--- src/map117_pkg.sv ---
package map117_pkg;

	// CPU side buses.
	typedef logic [15:0] cpu_addr_t;
	typedef logic [7:0]  cpu_dat_t;

	// PPU address bus, A13 included.
	typedef logic [13:0] ppu_addr_t;

	// One bank register.
	typedef logic [7:0]  bank_t;

	// Translated addresses into 512 KiB PRG and 256 KiB CHR.
	typedef logic [18:0] prg_addr_t;
	typedef logic [17:0] chr_addr_t;

	// Save-state register index.
	typedef logic [7:0]  ss_addr_t;

	// Bank register counts.
	localparam int unsigned PRG_BANKS = 4;
	localparam int unsigned CHR_BANKS = 8;

	// Power-on PRG banks, last four 8 KiB pages of the ROM.
	localparam bank_t PRG_BANK_RST [PRG_BANKS] = '{
		8'hFC,
		8'hFD,
		8'hFE,
		8'hFF
	};

	// Mapper number reported through the save-state port.
	localparam cpu_dat_t MAP_IDX = 8'd117;

	// Read value of unused save-state slots.
	localparam cpu_dat_t SS_NONE = 8'hFF;

endpackage

--- src/map117_irq_if.sv ---
interface map117_irq_if;
	import map117_pkg::*;

	// Strobes from the register decoder, one clock wide.
	logic     latch_wr;  // Load latch from wdat.
	logic     count_wr;  // Save-state load of the counter.
	logic     hist_wr;   // Save-state load of the A12 history.
	logic     flags_wr;  // Save-state load of enable and irq flag.
	logic     ack;       // C002 acknowledge.
	logic     reload;    // C003 counter reload.
	logic     enable_wr; // E000, acknowledge plus enable bit 0.
	cpu_dat_t wdat;

	// State of the scanline counter.
	cpu_dat_t   count;
	cpu_dat_t   latch;
	cpu_dat_t   a12_hist;
	logic [1:0] enable;
	logic       irq_flag;

	modport ctl (
		output latch_wr, count_wr, hist_wr, flags_wr, ack, reload, enable_wr, wdat,
		input  count, latch, a12_hist, enable, irq_flag
	);

	modport cnt (
		input  latch_wr, count_wr, hist_wr, flags_wr, ack, reload, enable_wr, wdat,
		output count, latch, a12_hist, enable, irq_flag
	);

endinterface

--- src/map117_regs.sv ---
module map117_regs (
	input  logic                  m2,
	input  logic                  map_rst,
	input  map117_pkg::cpu_addr_t cpu_addr,
	input  map117_pkg::cpu_dat_t  cpu_dat,
	input  logic                  cpu_rw,
	input  logic                  ss_act,
	input  logic                  ss_we,
	input  map117_pkg::ss_addr_t  ss_addr,
	output map117_pkg::cpu_dat_t  ss_rdat,
	output map117_pkg::bank_t     prg_bank [map117_pkg::PRG_BANKS],
	output map117_pkg::bank_t     chr_bank [map117_pkg::CHR_BANKS],
	output logic                  mirror,
	map117_irq_if.ctl             irq_bus
);
	import map117_pkg::*;

	// Save-state slots above the bank registers.
	localparam ss_addr_t SS_COUNT = 8'd12;
	localparam ss_addr_t SS_LATCH = 8'd13;
	localparam ss_addr_t SS_HIST  = 8'd14;
	localparam ss_addr_t SS_FLAGS = 8'd15;
	localparam ss_addr_t SS_MAP   = 8'd127;

	logic cpu_wr;
	logic ss_wr;
	logic prg_sel;
	logic chr_sel;
	logic ss_chr_sel;
	logic ss_prg_sel;

	assign cpu_wr = !cpu_rw && !ss_act; // Normal bus write.
	assign ss_wr  = ss_act && ss_we;    // Save-state restore.

	assign prg_sel    = {cpu_addr[15:2], 2'b00} == 16'h8000;
	assign chr_sel    = {cpu_addr[15:3], 3'b000} == 16'hA000;
	assign ss_chr_sel = ss_addr[7:3] == 5'd0; // Slots 0..7.
	assign ss_prg_sel = ss_addr[7:2] == 6'd2; // Slots 8..11.

	always_ff @(posedge m2) begin
		if (map_rst) begin
			prg_bank <= PRG_BANK_RST;
			for (int i = 0; i < CHR_BANKS; i++) begin
				chr_bank[i] <= bank_t'(i); // Identity CHR map.
			end
		end else if (ss_wr) begin
			if (ss_chr_sel)
				chr_bank[ss_addr[2:0]] <= cpu_dat;
			if (ss_prg_sel)
				prg_bank[ss_addr[1:0]] <= cpu_dat;
		end else if (cpu_wr) begin
			if (prg_sel)
				prg_bank[cpu_addr[1:0]] <= cpu_dat;
			if (chr_sel)
				chr_bank[cpu_addr[2:0]] <= cpu_dat;
		end
	end

	// Mirror survives reset.
	always_ff @(posedge m2) begin
		if (ss_wr && ss_addr == SS_FLAGS)
			mirror <= cpu_dat[3];
		else if (cpu_wr && cpu_addr == 16'hD000)
			mirror <= cpu_dat[0]; // 0 vertical, 1 horizontal.
	end

	// IRQ strobes, decoded here so the counter sees only commands.
	assign irq_bus.latch_wr  = (cpu_wr && cpu_addr == 16'hC001) ||
	                           (ss_wr && ss_addr == SS_LATCH);
	assign irq_bus.count_wr  = ss_wr && ss_addr == SS_COUNT;
	assign irq_bus.hist_wr   = ss_wr && ss_addr == SS_HIST;
	assign irq_bus.flags_wr  = ss_wr && ss_addr == SS_FLAGS;
	assign irq_bus.ack       = cpu_wr && cpu_addr == 16'hC002;
	assign irq_bus.reload    = cpu_wr && cpu_addr == 16'hC003;
	assign irq_bus.enable_wr = cpu_wr && cpu_addr == 16'hE000;
	assign irq_bus.wdat      = cpu_dat;

	always_comb begin
		if (ss_chr_sel)
			ss_rdat = chr_bank[ss_addr[2:0]];
		else if (ss_prg_sel)
			ss_rdat = prg_bank[ss_addr[1:0]];
		else begin
			case (ss_addr)
				SS_COUNT: ss_rdat = irq_bus.count;
				SS_LATCH: ss_rdat = irq_bus.latch;
				SS_HIST:  ss_rdat = irq_bus.a12_hist;
				SS_FLAGS: ss_rdat = {4'd0, mirror, irq_bus.enable, irq_bus.irq_flag};
				SS_MAP:   ss_rdat = MAP_IDX;
				default:  ss_rdat = SS_NONE;
			endcase
		end
	end

	// The counter applies strobes in a fixed order, so two at once would be ambiguous.
	a_one_strobe: assert property (@(posedge m2)
		$onehot0({irq_bus.latch_wr, irq_bus.count_wr, irq_bus.hist_wr, irq_bus.flags_wr,
		          irq_bus.ack, irq_bus.reload, irq_bus.enable_wr}));

endmodule

--- src/map117_irq.sv ---
module map117_irq #(
	parameter int unsigned A12_FILTER = 4
) (
	input  logic      m2,
	input  logic      map_rst,
	input  logic      ss_act,
	input  logic      ppu_a12,
	map117_irq_if.cnt irq_bus,
	output logic      irq
);
	import map117_pkg::*;

	cpu_dat_t   count;
	cpu_dat_t   latch;
	cpu_dat_t   a12_hist;
	logic [1:0] enable;
	logic       irq_flag;
	logic       a12_edge;

	// A12 high after A12_FILTER low samples.
	assign a12_edge = !ss_act && ppu_a12 && a12_hist[A12_FILTER-1:0] == '0;

	// Latch and history keep their contents through reset.
	always_ff @(posedge m2) begin
		if (irq_bus.latch_wr)
			latch <= irq_bus.wdat;
		if (irq_bus.hist_wr)
			a12_hist <= irq_bus.wdat;
		else if (!ss_act)
			a12_hist <= {a12_hist[6:0], ppu_a12}; // Newest sample in bit 0.
	end

	always_ff @(posedge m2) begin
		if (map_rst) begin
			count    <= '0;
			enable   <= 2'b00;
			irq_flag <= 1'b0;
		end else begin
			if (irq_bus.count_wr)
				count <= irq_bus.wdat;
			if (irq_bus.flags_wr) begin
				enable   <= irq_bus.wdat[2:1];
				irq_flag <= irq_bus.wdat[0];
			end
			if (irq_bus.ack)
				irq_flag <= 1'b0;
			if (irq_bus.reload) begin
				count     <= latch;
				enable[1] <= 1'b1; // Arm one expiry.
			end
			if (irq_bus.enable_wr) begin
				irq_flag  <= 1'b0;
				enable[0] <= irq_bus.wdat[0];
			end
			// Counting overrides a write in the same cycle.
			if (a12_edge && enable == 2'b11 && count != '0) begin
				count <= count - 8'd1;
				if (count == 8'd1) begin
					enable[1] <= 1'b0; // Needs a new C003.
					irq_flag  <= 1'b1;
				end
			end
		end
	end

	assign irq_bus.count    = count;
	assign irq_bus.latch    = latch;
	assign irq_bus.a12_hist = a12_hist;
	assign irq_bus.enable   = enable;
	assign irq_bus.irq_flag = irq_flag;

	assign irq = irq_flag;

	// Outside of restores, irq only rises when the count steps from 1 to 0.
	a_irq_on_expiry: assert property (@(posedge m2) disable iff (map_rst)
		($rose(irq_flag) && !$past(ss_act)) |-> (count == '0 && $past(count) == 8'd1));

endmodule

--- src/map117_addr.sv ---
module map117_addr (
	input  map117_pkg::cpu_addr_t cpu_addr,
	input  logic                  cpu_rw,
	input  logic                  cpu_ce,
	input  map117_pkg::ppu_addr_t ppu_addr,
	input  logic                  ppu_oe,
	input  logic                  ppu_we,
	input  logic                  chr_ram,
	input  map117_pkg::bank_t     prg_bank [map117_pkg::PRG_BANKS],
	input  map117_pkg::bank_t     chr_bank [map117_pkg::CHR_BANKS],
	input  logic                  mirror,
	output map117_pkg::prg_addr_t prg_addr,
	output logic                  prg_oe,
	output logic                  rom_ce,
	output map117_pkg::chr_addr_t chr_addr,
	output logic                  chr_ce,
	output logic                  chr_oe,
	output logic                  chr_we,
	output logic                  ciram_a10,
	output logic                  ciram_ce
);

	// Four 8 KiB PRG windows, 64 pages addressable.
	assign prg_addr = {prg_bank[cpu_addr[14:13]][5:0], cpu_addr[12:0]};
	assign prg_oe   = cpu_rw;
	assign rom_ce   = !cpu_ce;

	// Eight 1 KiB CHR windows.
	assign chr_addr = {chr_bank[ppu_addr[12:10]], ppu_addr[9:0]};

	// Pattern space is A13 low.
	assign ciram_ce = !ppu_addr[13];
	assign chr_ce   = ciram_ce;
	assign chr_oe   = !ppu_oe;

	// Writes only reach CHR RAM boards.
	assign chr_we = chr_ram && !ppu_we && ciram_ce;

	// A10 gives vertical mirroring, A11 horizontal.
	assign ciram_a10 = mirror ? ppu_addr[11] : ppu_addr[10];

endmodule

--- src/map117_top.sv ---
module map117_top #(
	parameter int unsigned A12_FILTER = 4
) (
	input  logic                  m2,
	input  logic                  map_rst,
	input  map117_pkg::cpu_addr_t cpu_addr,
	input  map117_pkg::cpu_dat_t  cpu_dat,
	input  logic                  cpu_rw,
	input  logic                  cpu_ce,
	input  map117_pkg::ppu_addr_t ppu_addr,
	input  logic                  ppu_oe,
	input  logic                  ppu_we,
	input  logic                  chr_ram,
	input  logic                  ss_act,
	input  logic                  ss_we,
	input  map117_pkg::ss_addr_t  ss_addr,
	output map117_pkg::prg_addr_t prg_addr,
	output logic                  prg_oe,
	output logic                  rom_ce,
	output map117_pkg::chr_addr_t chr_addr,
	output logic                  chr_ce,
	output logic                  chr_oe,
	output logic                  chr_we,
	output logic                  ciram_a10,
	output logic                  ciram_ce,
	output logic                  irq,
	output map117_pkg::cpu_dat_t  ss_rdat
);
	import map117_pkg::*;

	bank_t prg_bank [PRG_BANKS];
	bank_t chr_bank [CHR_BANKS];
	logic  mirror;

	map117_irq_if irq_bus ();

	map117_regs u_regs (
		.m2       (m2),
		.map_rst  (map_rst),
		.cpu_addr (cpu_addr),
		.cpu_dat  (cpu_dat),
		.cpu_rw   (cpu_rw),
		.ss_act   (ss_act),
		.ss_we    (ss_we),
		.ss_addr  (ss_addr),
		.ss_rdat  (ss_rdat),
		.prg_bank (prg_bank),
		.chr_bank (chr_bank),
		.mirror   (mirror),
		.irq_bus  (irq_bus.ctl)
	);

	map117_irq #(
		.A12_FILTER (A12_FILTER)
	) u_irq (
		.m2      (m2),
		.map_rst (map_rst),
		.ss_act  (ss_act),
		.ppu_a12 (ppu_addr[12]), // Scanline clock source.
		.irq_bus (irq_bus.cnt),
		.irq     (irq)
	);

	map117_addr u_addr (
		.cpu_addr  (cpu_addr),
		.cpu_rw    (cpu_rw),
		.cpu_ce    (cpu_ce),
		.ppu_addr  (ppu_addr),
		.ppu_oe    (ppu_oe),
		.ppu_we    (ppu_we),
		.chr_ram   (chr_ram),
		.prg_bank  (prg_bank),
		.chr_bank  (chr_bank),
		.mirror    (mirror),
		.prg_addr  (prg_addr),
		.prg_oe    (prg_oe),
		.rom_ce    (rom_ce),
		.chr_addr  (chr_addr),
		.chr_ce    (chr_ce),
		.chr_oe    (chr_oe),
		.chr_we    (chr_we),
		.ciram_a10 (ciram_a10),
		.ciram_ce  (ciram_ce)
	);

endmodule

--- config.mk ---
export PLATFORM = sky130hd
export DESIGN_NAME = map117_top
export DESIGN_NICKNAME = d
export VERILOG_FILES = /design/src/map117_pkg.sv /design/src/map117_irq_if.sv /design/src/map117_regs.sv /design/src/map117_irq.sv /design/src/map117_addr.sv /design/src/map117_top.sv
export SDC_FILE = /design/constraint.sdc
export NUM_CORES = 1
export LEC_CHECK = 0
export ABC_CLOCK_PERIOD_IN_PS = 4650
export BUFFER_PORTS_ARGS = -buffer_cell sky130_fd_sc_hd__buf_2
export CAP_MARGIN = 0
export CORE_UTILIZATION = 45
export DETAILED_ROUTE_END_ITERATION = 8
export GPL_TIMING_DRIVEN = 0
export PLACE_DENSITY_LB_ADDON = 0.3
export SLEW_MARGIN = 10
export SYNTH_ARGS = -nofsm -noshare
export SYNTH_HDL_FRONTEND = slang
export SYNTH_SLANG_ARGS = --single-unit
--- constraint.sdc ---
create_clock -name m2 -period 4.65 [get_ports m2]
set_input_delay 0.93 -clock m2 [delete_from_list [all_inputs] [get_ports m2]]
set_output_delay 0.93 -clock m2 [all_outputs]
set_load 0.05 [all_outputs]
==> impl_metrics.env, run 1 <==
export IMPL_first_pass_iters=5
export IMPL_crit_family="buffers and inverters"
export IMPL_path_class="in2out"
export IMPL_ys_warn_count=0
export IMPL_clock_latency_ns=0.43
export IMPL_post_cts_setup_buffers=0
export IMPL_grt_overflow=0
export IMPL_crit_buf_inv=4
export IMPL_synth_most_common_cell="dfxtp_1"
export IMPL_syn_instance_count=660
export IMPL_area_growth_pct=17.9
export IMPL_fillCellCount=1372
export IMPL_timing_setup_tns_ns=0
export IMPL_finalWorstSetupSlack_ns=0.231
export IMPL_avgRoutedWirePerCell_um=22.3
export IMPL_grtUsageTotal=0.280
export IMPL_drt_vias_per_instance=5.97
export IMPL_grt_pass1_wl_mm=33.7
export IMPL_die_w_um=129
export IMPL_setup_viol=0
export IMPL_maxSlewHeadroom=0.406
export IMPL_multi_input_area_um2=4180
export IMPL_hold_viol_final=0
export IMPL_cts_sinks=124
export IMPL_grt_busiest_layer="met2"
export IMPL_pwr_density_cell_nw_per_um2=321
export IMPL_rsz0062_at_grt="false"
export IMPL_syn_avg_cell_area_um2=11.0
export IMPL_status="complete, no violations"
export IMPL_crit_start="ss_addr[1]"
export IMPL_synth_seq_area_share=0.367
export IMPL_clk_root_buffer_cell="clkbuf_16"
export IMPL_clockBufferDepth=2
export IMPL_stdcell_area_um2=8530
export IMPL_htreeDepth=4
export IMPL_synth_top_area_share=0.296
export IMPL_cts_tree="yes"
export IMPL_register_area_um2=2650
export IMPL_n_antenna_cell=0
export IMPL_grtUsageMet1=0.362
export IMPL_hp_start="u_regs.chr_bank[13]"
export IMPL_antenna_left=0
export IMPL_clock_skew_ns=0.00783
export IMPL_critPathCaptureType="output port"
export IMPL_place_congestion=0.921
export IMPL_cts_made_buffers=17
export IMPL_crit_path_top_delay_cell="clkbuf_1"
export IMPL_synth_top_cell_by_area="dfxtp_1"
export IMPL_min_period_ns=4.42
export IMPL_r2r_start="u_irq.irq_bus.a12_hist[1]"
export IMPL_critical_path_max_stage_delay_ns=0.61
export IMPL_maxCapViolCount=0
export IMPL_drive_gt1_frac=0.306
export IMPL_cp_common_cell="buf_2"
export IMPL_grt_max_degree=17
export IMPL_crit_chain="clkbuf_2, clkbuf_1, buf_2, mux4_2, nor2b_1, o21ai_0, a22oi_1, buf_2"
export IMPL_core_area_um2=15400
export IMPL_dp_hpwl_mm=16.0
export IMPL_power_mw=2.74
export IMPL_grt_use_met2=0.450
export IMPL_io_pin_count=108
export IMPL_synthArstFlopShare=0
export IMPL_yosys_top_cells_area="dfxtp_1, mux4_2, mux2i_1, edfxtp_1, nand2b_1"
export IMPL_hold_ws_ns=0.491
export IMPL_clk_pin_slew_ns=0.05
export IMPL_nets=824
export IMPL_first_global_vias=5967
export IMPL_hold_class="reg2reg"
export IMPL_crit_fanout=10
export IMPL_row_count=45
export IMPL_synth_area_um2=7240
export IMPL_synth_distinct_cells=60
export IMPL_preCtsSetupSlack_ns=-0.306
export IMPL_synthTopCellsByCount="dfxtp_1, mux2i_1, nand2b_1, nor2_1, mux4_2"
export IMPL_initial_utilization=0.469
export IMPL_route_detailed_drc=0
export IMPL_start_kind="primary input"
export IMPL_cp_required_ns=3.72
export IMPL_synth_fp_nets=718
export IMPL_dieArea_um2=16600
export IMPL_first_iter_violations=539
export IMPL_post_route_period_util=0.950
export IMPL_leakagePower_nw=3.70
export IMPL_met3_usage=0.0703
export IMPL_finalMaxSlewViolations=0
export IMPL_synth_edf_count=17
export IMPL_antenna_found_initial=1
export IMPL_io_buffers=87
export IMPL_wl_mm=22.0
export IMPL_ys_ff_latch=124
export IMPL_ir_drop_mv=0.260
export IMPL_placedInstanceArea_um2=7940
export IMPL_arrival_ns=3.49
export IMPL_fmax_ghz=0.226
export IMPL_synthFlopType="dfxtp_1"
export IMPL_die_height_um=129
export IMPL_tightest_slew_ns=0.892
export IMPL_vias=5902
[flip-flops by register name, indices dropped and copies added (netlist names)]
signal                  flops
u_regs.chr_bank            64
u_regs.prg_bank            32
u_irq.irq_bus.a12_hist      8
u_irq.irq_bus.count         8
u_irq.irq_bus.latch         8
u_irq.irq_bus.enable        2
u_irq.irq                   1
u_regs.mirror               1
[cell usage in the layout (no fill, tap or decap), types with 2 or more instances in the layout]
| master | netlist | final |
|---|---|---|
| a221oi_1 | 4 | 4 |
| clkinv_2 | 0 | 4 |
| or3_1 | 4 | 4 |
| nor3_2 | 2 | 2 |
| clkbuf_16 | 0 | 18 |
| nor3b_1 | 4 | 4 |
| ha_1 | 3 | 3 |
| buf_4 | 25 | 25 |
| dfxtp_1 | 107 | 107 |
| buf_6 | 2 | 2 |
| nor2_1 | 61 | 61 |
| nor4b_1 | 2 | 2 |
| nand2_1 | 25 | 25 |
| nor2b_1 | 3 | 3 |
| nor3_1 | 13 | 13 |
| and2_1 | 2 | 2 |
| o21ai_0 | 10 | 9 |
| buf_2 | 7 | 95 |
| buf_1 | 9 | 8 |
| nor4_1 | 3 | 3 |
| clkbuf_8 | 0 | 3 |
| a31oi_1 | 2 | 2 |
| mux2_2 | 18 | 18 |
| nand4_1 | 3 | 3 |
| o32ai_1 | 7 | 6 |
| a22oi_1 | 4 | 4 |
| a21o_1 | 2 | 2 |
| inv_1 | 9 | 9 |
| bufinv_16 | 0 | 2 |
| nand3_2 | 4 | 4 |
| edfxtp_1 | 17 | 17 |
| o31ai_1 | 2 | 2 |
| mux2i_1 | 106 | 106 |
| clkbuf_1 | 27 | 28 |
| nand3_1 | 8 | 8 |
| a21oi_1 | 2 | 2 |
| mux4_2 | 55 | 55 |
| nand2b_1 | 77 | 77 |
| a2bb2oi_1 | 2 | 2 |
| a211oi_1 | 5 | 5 |
[logic make-up after synthesis]
logic type	count (synthesis)	synth area share
flip-flops	124	0.367
buffers and inverters	79	0.0572
AND/OR/NAND/NOR	221	0.168
multiplexers	179	0.346
XOR/XNOR	1	0.00121
adder cells (fa/ha/maj)	3	0.00519
AO/OA/AOI/OAI	53	0.0559
[worst register-to-register path: cells and delay by family, from the launching register on]
kind            cells  cell delay (ns)
compound gates      2             0.36
flops               1             0.41
buf+inv             2             0.71
simple gates        3             0.77
[timing repair]
item                                    in CTS  in global routing
endpoints found under the setup margin       3                  0
hold buffers                                 0                  0
resized for setup                            2                  0
[power breakdown]
part	switching, mW	leakage (nW)	total, mW	internal (mW)
clock network	0.471	0.294	1.32	0.853
logic	0.209	2.38	0.317	0.108
registers	0.00490	1.02	1.10	1.09
total	0.685	3.70	2.74	2.06
[final cells by class]
class	count	share of cell area
Tap cell	211	0.0309
Buffer	70	0.0449
Timing Repair Buffer	87	0.0510
Sequential cell	124	0.311
Multi-Input combinational cell	457	0.490
Inverter	9	0.00396
Clock inverter	7	0.0101
Clock buffer	23	0.0585
[layer usage]
layer  vias to the layer above  routed length, um
met3                        51               2080
met1                      2936               9020
li1                       2627                  -
met5                         -                  0
met2                       288              10300
met4                         0                640
[worst paths after layout]
check	endpoint	slack, ns	depth (start not counted)
worst max-delay path	ss_rdat[1]	0.23	8
worst min-delay path	u_regs.chr_bank[13]	0.49	2
worst max register to register	u_irq.irq_bus.count[5]	2.27	7
worst min register to register	u_regs.chr_bank[13]	0.49	2
[per-stage QoR]
stage / instances / util
CTS: 988 / 0.553
finish: 988 / 0.553
global placement: 958 / 0.514
floorplan: 660 / -
global route: 988 / 0.553
detailed placement: 958 / 0.515
No activity file was read; power rests on OpenSTA's default activity.
==> run 2: changes to the inputs <==
--- a/config.mk
+++ b/config.mk
@@ -9,9 +9,11 @@
 export BUFFER_PORTS_ARGS = -buffer_cell sky130_fd_sc_hd__buf_2
 export CAP_MARGIN = 0
 export CORE_UTILIZATION = 45
+export CTS_CLUSTER_DIAMETER = 40
 export DETAILED_ROUTE_END_ITERATION = 8
 export GPL_TIMING_DRIVEN = 0
 export PLACE_DENSITY_LB_ADDON = 0.3
+export REMOVE_ABC_BUFFERS = 1
 export SLEW_MARGIN = 10
 export SYNTH_ARGS = -nofsm -noshare
 export SYNTH_HDL_FRONTEND = slang
==> impl_metrics.env, run 2 (synthesis results as in run 1) <==
export IMPL_drive_gt1_frac=0.287
export IMPL_grtUsageTotal=0.256
export IMPL_fillCellCount=1379
export IMPL_regMostFlops="u_regs.chr_bank"
export IMPL_drt_vias_per_instance=6.07
export IMPL_multi_input_area_um2=4180
export IMPL_clockBufferDepth=2
export IMPL_first_global_vias=5534
export IMPL_clock_latency_ns=0.42
export IMPL_path_class="in2out"
export IMPL_power_mw=2.68
export IMPL_pwr_density_cell_nw_per_um2=328
export IMPL_hold_viol_final=0
export IMPL_first_pass_iters=5
export IMPL_grt_max_degree=85
export IMPL_arrival_ns=3.30
export IMPL_finalWorstSetupSlack_ns=0.417
export IMPL_row_count=45
export IMPL_nets=755
export IMPL_wl_mm=20.2
export IMPL_start_kind="primary input"
export IMPL_preCtsSetupSlack_ns=0.258
export IMPL_io_buffers=87
export IMPL_antenna_left=0
export IMPL_htreeDepth=4
export IMPL_largestRegisters="u_regs.chr_bank (64), u_regs.prg_bank (32)"
export IMPL_post_cts_resized=0
export IMPL_first_iter_violations=518
export IMPL_clock_skew_ns=0.00715
export IMPL_dieArea_um2=16600
export IMPL_antenna_found_initial=0
export IMPL_place_congestion=0.835
export IMPL_cp_required_ns=3.72
export IMPL_grt_overflow=0
export IMPL_tightest_slew_ns=1.19
export IMPL_core_area_um2=15400
export IMPL_die_height_um=129
export IMPL_grt_pass1_wl_mm=31.1
export IMPL_status="complete, no violations"
export IMPL_dp_hpwl_mm=13.7
export IMPL_min_period_ns=4.23
export IMPL_maxSlewHeadroom=0.200
export IMPL_setup_viol=0
export IMPL_leakagePower_nw=3.50
export IMPL_rsz0062_at_grt="false"
export IMPL_post_route_period_util=0.910
export IMPL_timing_setup_tns_ns=0
export IMPL_largest_register_ffs=64
export IMPL_area_growth_pct=13.1
export IMPL_clk_pin_slew_ns=0.05
export IMPL_clk_root_buffer_cell="clkbuf_16"
export IMPL_hold_class="reg2reg"
export IMPL_route_detailed_drc=0
export IMPL_register_area_um2=2650
export IMPL_post_cts_setup_buffers=0
export IMPL_cts_tree="yes"
export IMPL_avgRoutedWirePerCell_um=21.9
export IMPL_final_cell_mix="dfxtp_1, mux2i_1, buf_2"
export IMPL_ir_drop_mv=0.216
export IMPL_hold_ws_ns=0.490
export IMPL_cts_made_buffers=17
export IMPL_finalMaxSlewViolations=0
export IMPL_fmax_ghz=0.236
export IMPL_die_w_um=129
export IMPL_crit_fanout=37
export IMPL_maxCapViolCount=0
export IMPL_vias=5571
export IMPL_cts_sinks=124
export IMPL_layout_commonest_cell="dfxtp_1"
export IMPL_cts_hold_buf=0
export IMPL_critPathCaptureType="output port"
export IMPL_n_antenna_cell=0
export IMPL_io_pin_count=108
export IMPL_initial_utilization=0.469
## run 2: cell types whose count changed in the layout (fill, tap and decap cells not counted), sizes merged
cell,previous run,this run
buf,130,88
inv,10,9
clkbuf,50,24
bufinv,2,1
## run 2: path summary, 6_finish.rpt
kind	start	to	slack, ns	cells past startpoint
setup / recovery	ss_addr[1]	ss_rdat[0]	0.42	5
hold / removal	u_regs.chr_bank[4]	u_regs.chr_bank[4]	0.49	2
setup reg to reg	u_irq.irq_bus.a12_hist[1]	u_irq.irq_bus.count[3]	2.54	5
hold reg to reg	u_regs.chr_bank[4]	u_regs.chr_bank[4]	0.49	2
## run 2: worst max-delay path, stage by stage
cell and delay [ns]:
buf_2 0.78, mux4_2 0.66, mux4_2 0.47, nand2b_1 0.18, buf_2 0.26
## run 2: power by group
group | internal [mW] | switching (mW) | leakage (nW)
clock | 0.844 | 0.475 | 0.294
combinational | 0.0904 | 0.175 | 2.19
sequential | 1.09 | 0.00490 | 1.02
## run 2: layer usage
layer / up-vias / GRT usage / part of all wire
met5: - / 0 / 0
met4: 0 / 0.108 / 0.029
met3: 45 / 0.0682 / 0.069
met2: 248 / 0.410 / 0.48
met1: 2782 / 0.328 / 0.43
li1: 2496 / - / -
## run 2: area by class of cell
| class | count | share of cell area |
|---|---|---|
| clock buffers | 24 | 0.0653 |
| clock inverters | 5 | 0.00657 |
| inverters | 9 | 0.00413 |
| multi-input cells | 457 | 0.511 |
| flip-flops and latches | 124 | 0.324 |
| well taps | 211 | 0.0322 |
| repair buffers | 88 | 0.0572 |
## run 2: stage by stage
step	util	instances	area (um^2)
after floorplan	-	590	6860
after global placement	0.490	888	7550
after detailed placement	0.492	889	7600
after CTS	0.530	918	8180
after global routing	0.531	918	8190
final	0.531	918	8190
==> run 3: changes to the inputs <==
--- a/config.mk
+++ b/config.mk
@@ -8,6 +8,8 @@
 export ABC_CLOCK_PERIOD_IN_PS = 4650
 export BUFFER_PORTS_ARGS = -buffer_cell sky130_fd_sc_hd__buf_2
 export CAP_MARGIN = 0
+export CELL_PAD_IN_SITES_DETAIL_PLACEMENT = 1
+export CELL_PAD_IN_SITES_GLOBAL_PLACEMENT = 1
 export CORE_UTILIZATION = 45
 export CTS_CLUSTER_DIAMETER = 40
 export DETAILED_ROUTE_END_ITERATION = 8
==> impl_metrics.env, run 3 (synthesis results as in run 1) <==
export IMPL_status="complete, no violations"
export IMPL_fillCellCount=1678
export IMPL_dp_hpwl_mm=14.8
export IMPL_register_area_um2=2650
export IMPL_maxSlewHeadroom=0.287
export IMPL_grt_overflow=0
export IMPL_start_kind="primary input"
export IMPL_arrival_ns=3.33
export IMPL_largestRegisters="u_regs.chr_bank (64), u_regs.prg_bank (32)"
export IMPL_vias=5604
export IMPL_comb_power_share=0.100
export IMPL_avgRoutedWirePerCell_um=24.1
export IMPL_rsz0062_at_grt="false"
export IMPL_first_global_vias=5889
export IMPL_fin_util=0.530
export IMPL_n_antenna_cell=0
export IMPL_grtUsageTotal=0.282
export IMPL_die_w_um=129
export IMPL_drive_gt1_frac=0.281
export IMPL_critical_path_max_stage_delay_ns=0.79
export IMPL_clock_latency_ns=0.42
export IMPL_post_cts_setup_buffers=0
export IMPL_pwr_share_clk=0.494
export IMPL_path_class="in2out"
export IMPL_place_congestion=0.835
export IMPL_cts_tree="yes"
export IMPL_pwr_density_cell_nw_per_um2=331
export IMPL_cts_made_buffers=17
export IMPL_cp_required_ns=3.72
export IMPL_hold_class="reg2reg"
export IMPL_nets=755
export IMPL_crit_path_top_delay_cell="buf_2"
export IMPL_grt_pass1_wl_mm=33.9
export IMPL_sequentialPowerShare=0.406
export IMPL_clock_skew_ns=0.00266
export IMPL_p_int_mw=2.03
export IMPL_area_growth_pct=13.0
export IMPL_row_count=45
export IMPL_initial_utilization=0.469
export IMPL_clk_root_buffer_cell="clkbuf_16"
export IMPL_cts_sinks=124
export IMPL_setup_viol=0
export IMPL_tightest_slew_ns=1.07
export IMPL_fmax_ghz=0.235
export IMPL_core_area_um2=15400
export IMPL_ir_drop_mv=0.247
export IMPL_regMostFlops="u_regs.chr_bank"
export IMPL_leakagePower_nw=3.49
export IMPL_cts_hold_buf=0
export IMPL_clk_pin_slew_ns=0.06
export IMPL_power_mw=2.71
export IMPL_multi_input_area_um2=4180
export IMPL_p_sw_mw=0.674
export IMPL_post_cts_resized=0
export IMPL_first_pass_iters=4
export IMPL_timing_setup_tns_ns=0
export IMPL_io_buffers=87
export IMPL_drt_vias_per_instance=6.10
export IMPL_layout_commonest_cell="dfxtp_1"
export IMPL_io_pin_count=108
export IMPL_hold_viol_final=0
export IMPL_clockBufferDepth=2
export IMPL_critPathCaptureType="output port"
export IMPL_largest_register_ffs=64
export IMPL_dieArea_um2=16600
export IMPL_antenna_left=0
export IMPL_crit_chain="buf_2, mux4_2, mux4_2, nand2b_1, buf_2"
export IMPL_maxCapViolCount=0
export IMPL_min_period_ns=4.26
export IMPL_final_cell_mix="dfxtp_1, mux2i_1, buf_2"
export IMPL_route_detailed_drc=0
export IMPL_grt_max_degree=81
export IMPL_finalMaxSlewViolations=0
export IMPL_wl_mm=22.1
export IMPL_htreeDepth=4
export IMPL_first_iter_violations=436
export IMPL_crit_fanout=37
export IMPL_antenna_found_initial=0
export IMPL_post_route_period_util=0.915
export IMPL_die_height_um=129
export IMPL_switching_share=0.249
-- run 3: changes by cell type in the layout (fill, tap and decap cells not counted), sizes merged --
cell    before  now
clkinv       4    2
bufinv       1    2
clkbuf      24   25
inv          9   10
-- run 3: routing by layer --
| metal | up-vias | global-route usage | share of wire | wire length (um) |
|---|---|---|---|---|
| met1 | 2855 | 0.361 | 0.43 | 9480 |
| met5 | - | 0 | 0 | 0 |
| li1 | 2484 | - | - | - |
| met2 | 224 | 0.471 | 0.49 | 10800 |
| met3 | 41 | 0.0595 | 0.058 | 1280 |
| met4 | 0 | 0.102 | 0.026 | 575 |
-- run 3: layout make-up --
class                      count  area share
tap                          211      0.0323
clock buffer                  25      0.0609
inverter                       9     0.00413
multi-input combinational    457       0.511
clock inverter                 5     0.00979
sequential                   124       0.324
timing repair buffer          88      0.0572
-- run 3: path summary, 6_finish.rpt --
kind                              from                endpoint  slack, ns  cells after the start
max                         ss_addr[1]              ss_rdat[2]       0.39                      5
min                u_regs.chr_bank[21]     u_regs.chr_bank[21]       0.49                      2
max reg2reg  u_irq.irq_bus.a12_hist[1]  u_irq.irq_bus.count[6]       2.47                      5
min reg2reg        u_regs.chr_bank[21]     u_regs.chr_bank[21]       0.49                      2
-- run 3: worst max-delay path, delay by kind of cell --
kind	cells	cell delay (ns)
buffers and inverters	2	1.05
multiplexers	2	1.13
AND/OR/NAND/NOR	1	0.19
-- run 3: stage by stage --
stage          setup slack, ns  instances  hold slack (ns)  cell area, um^2
6_report                 0.394        919            0.489             8180
5_1_grt                  0.301        919            0.515             8180
4_1_cts                  0.239        919            0.493             8170
3_5_place_dp             0.254        889            0.481             7600
3_3_place_gp             0.274        888            0.471             7550
2_1_floorplan             1.17        590            0.455             6860
-- run 3: power by group through the flow --
stage | Clock, mW | Sequential [mW] | Combinational (mW)
finish | 1.34 | 1.10 | 0.270
CTS | 1.34 | 1.10 | 0.269
global placement | 0 | 1.12 | 0.259
detailed placement | 0 | 1.12 | 0.267
global route | 1.39 | 1.10 | 0.283
floorplan | 0 | 1.12 | 0.121
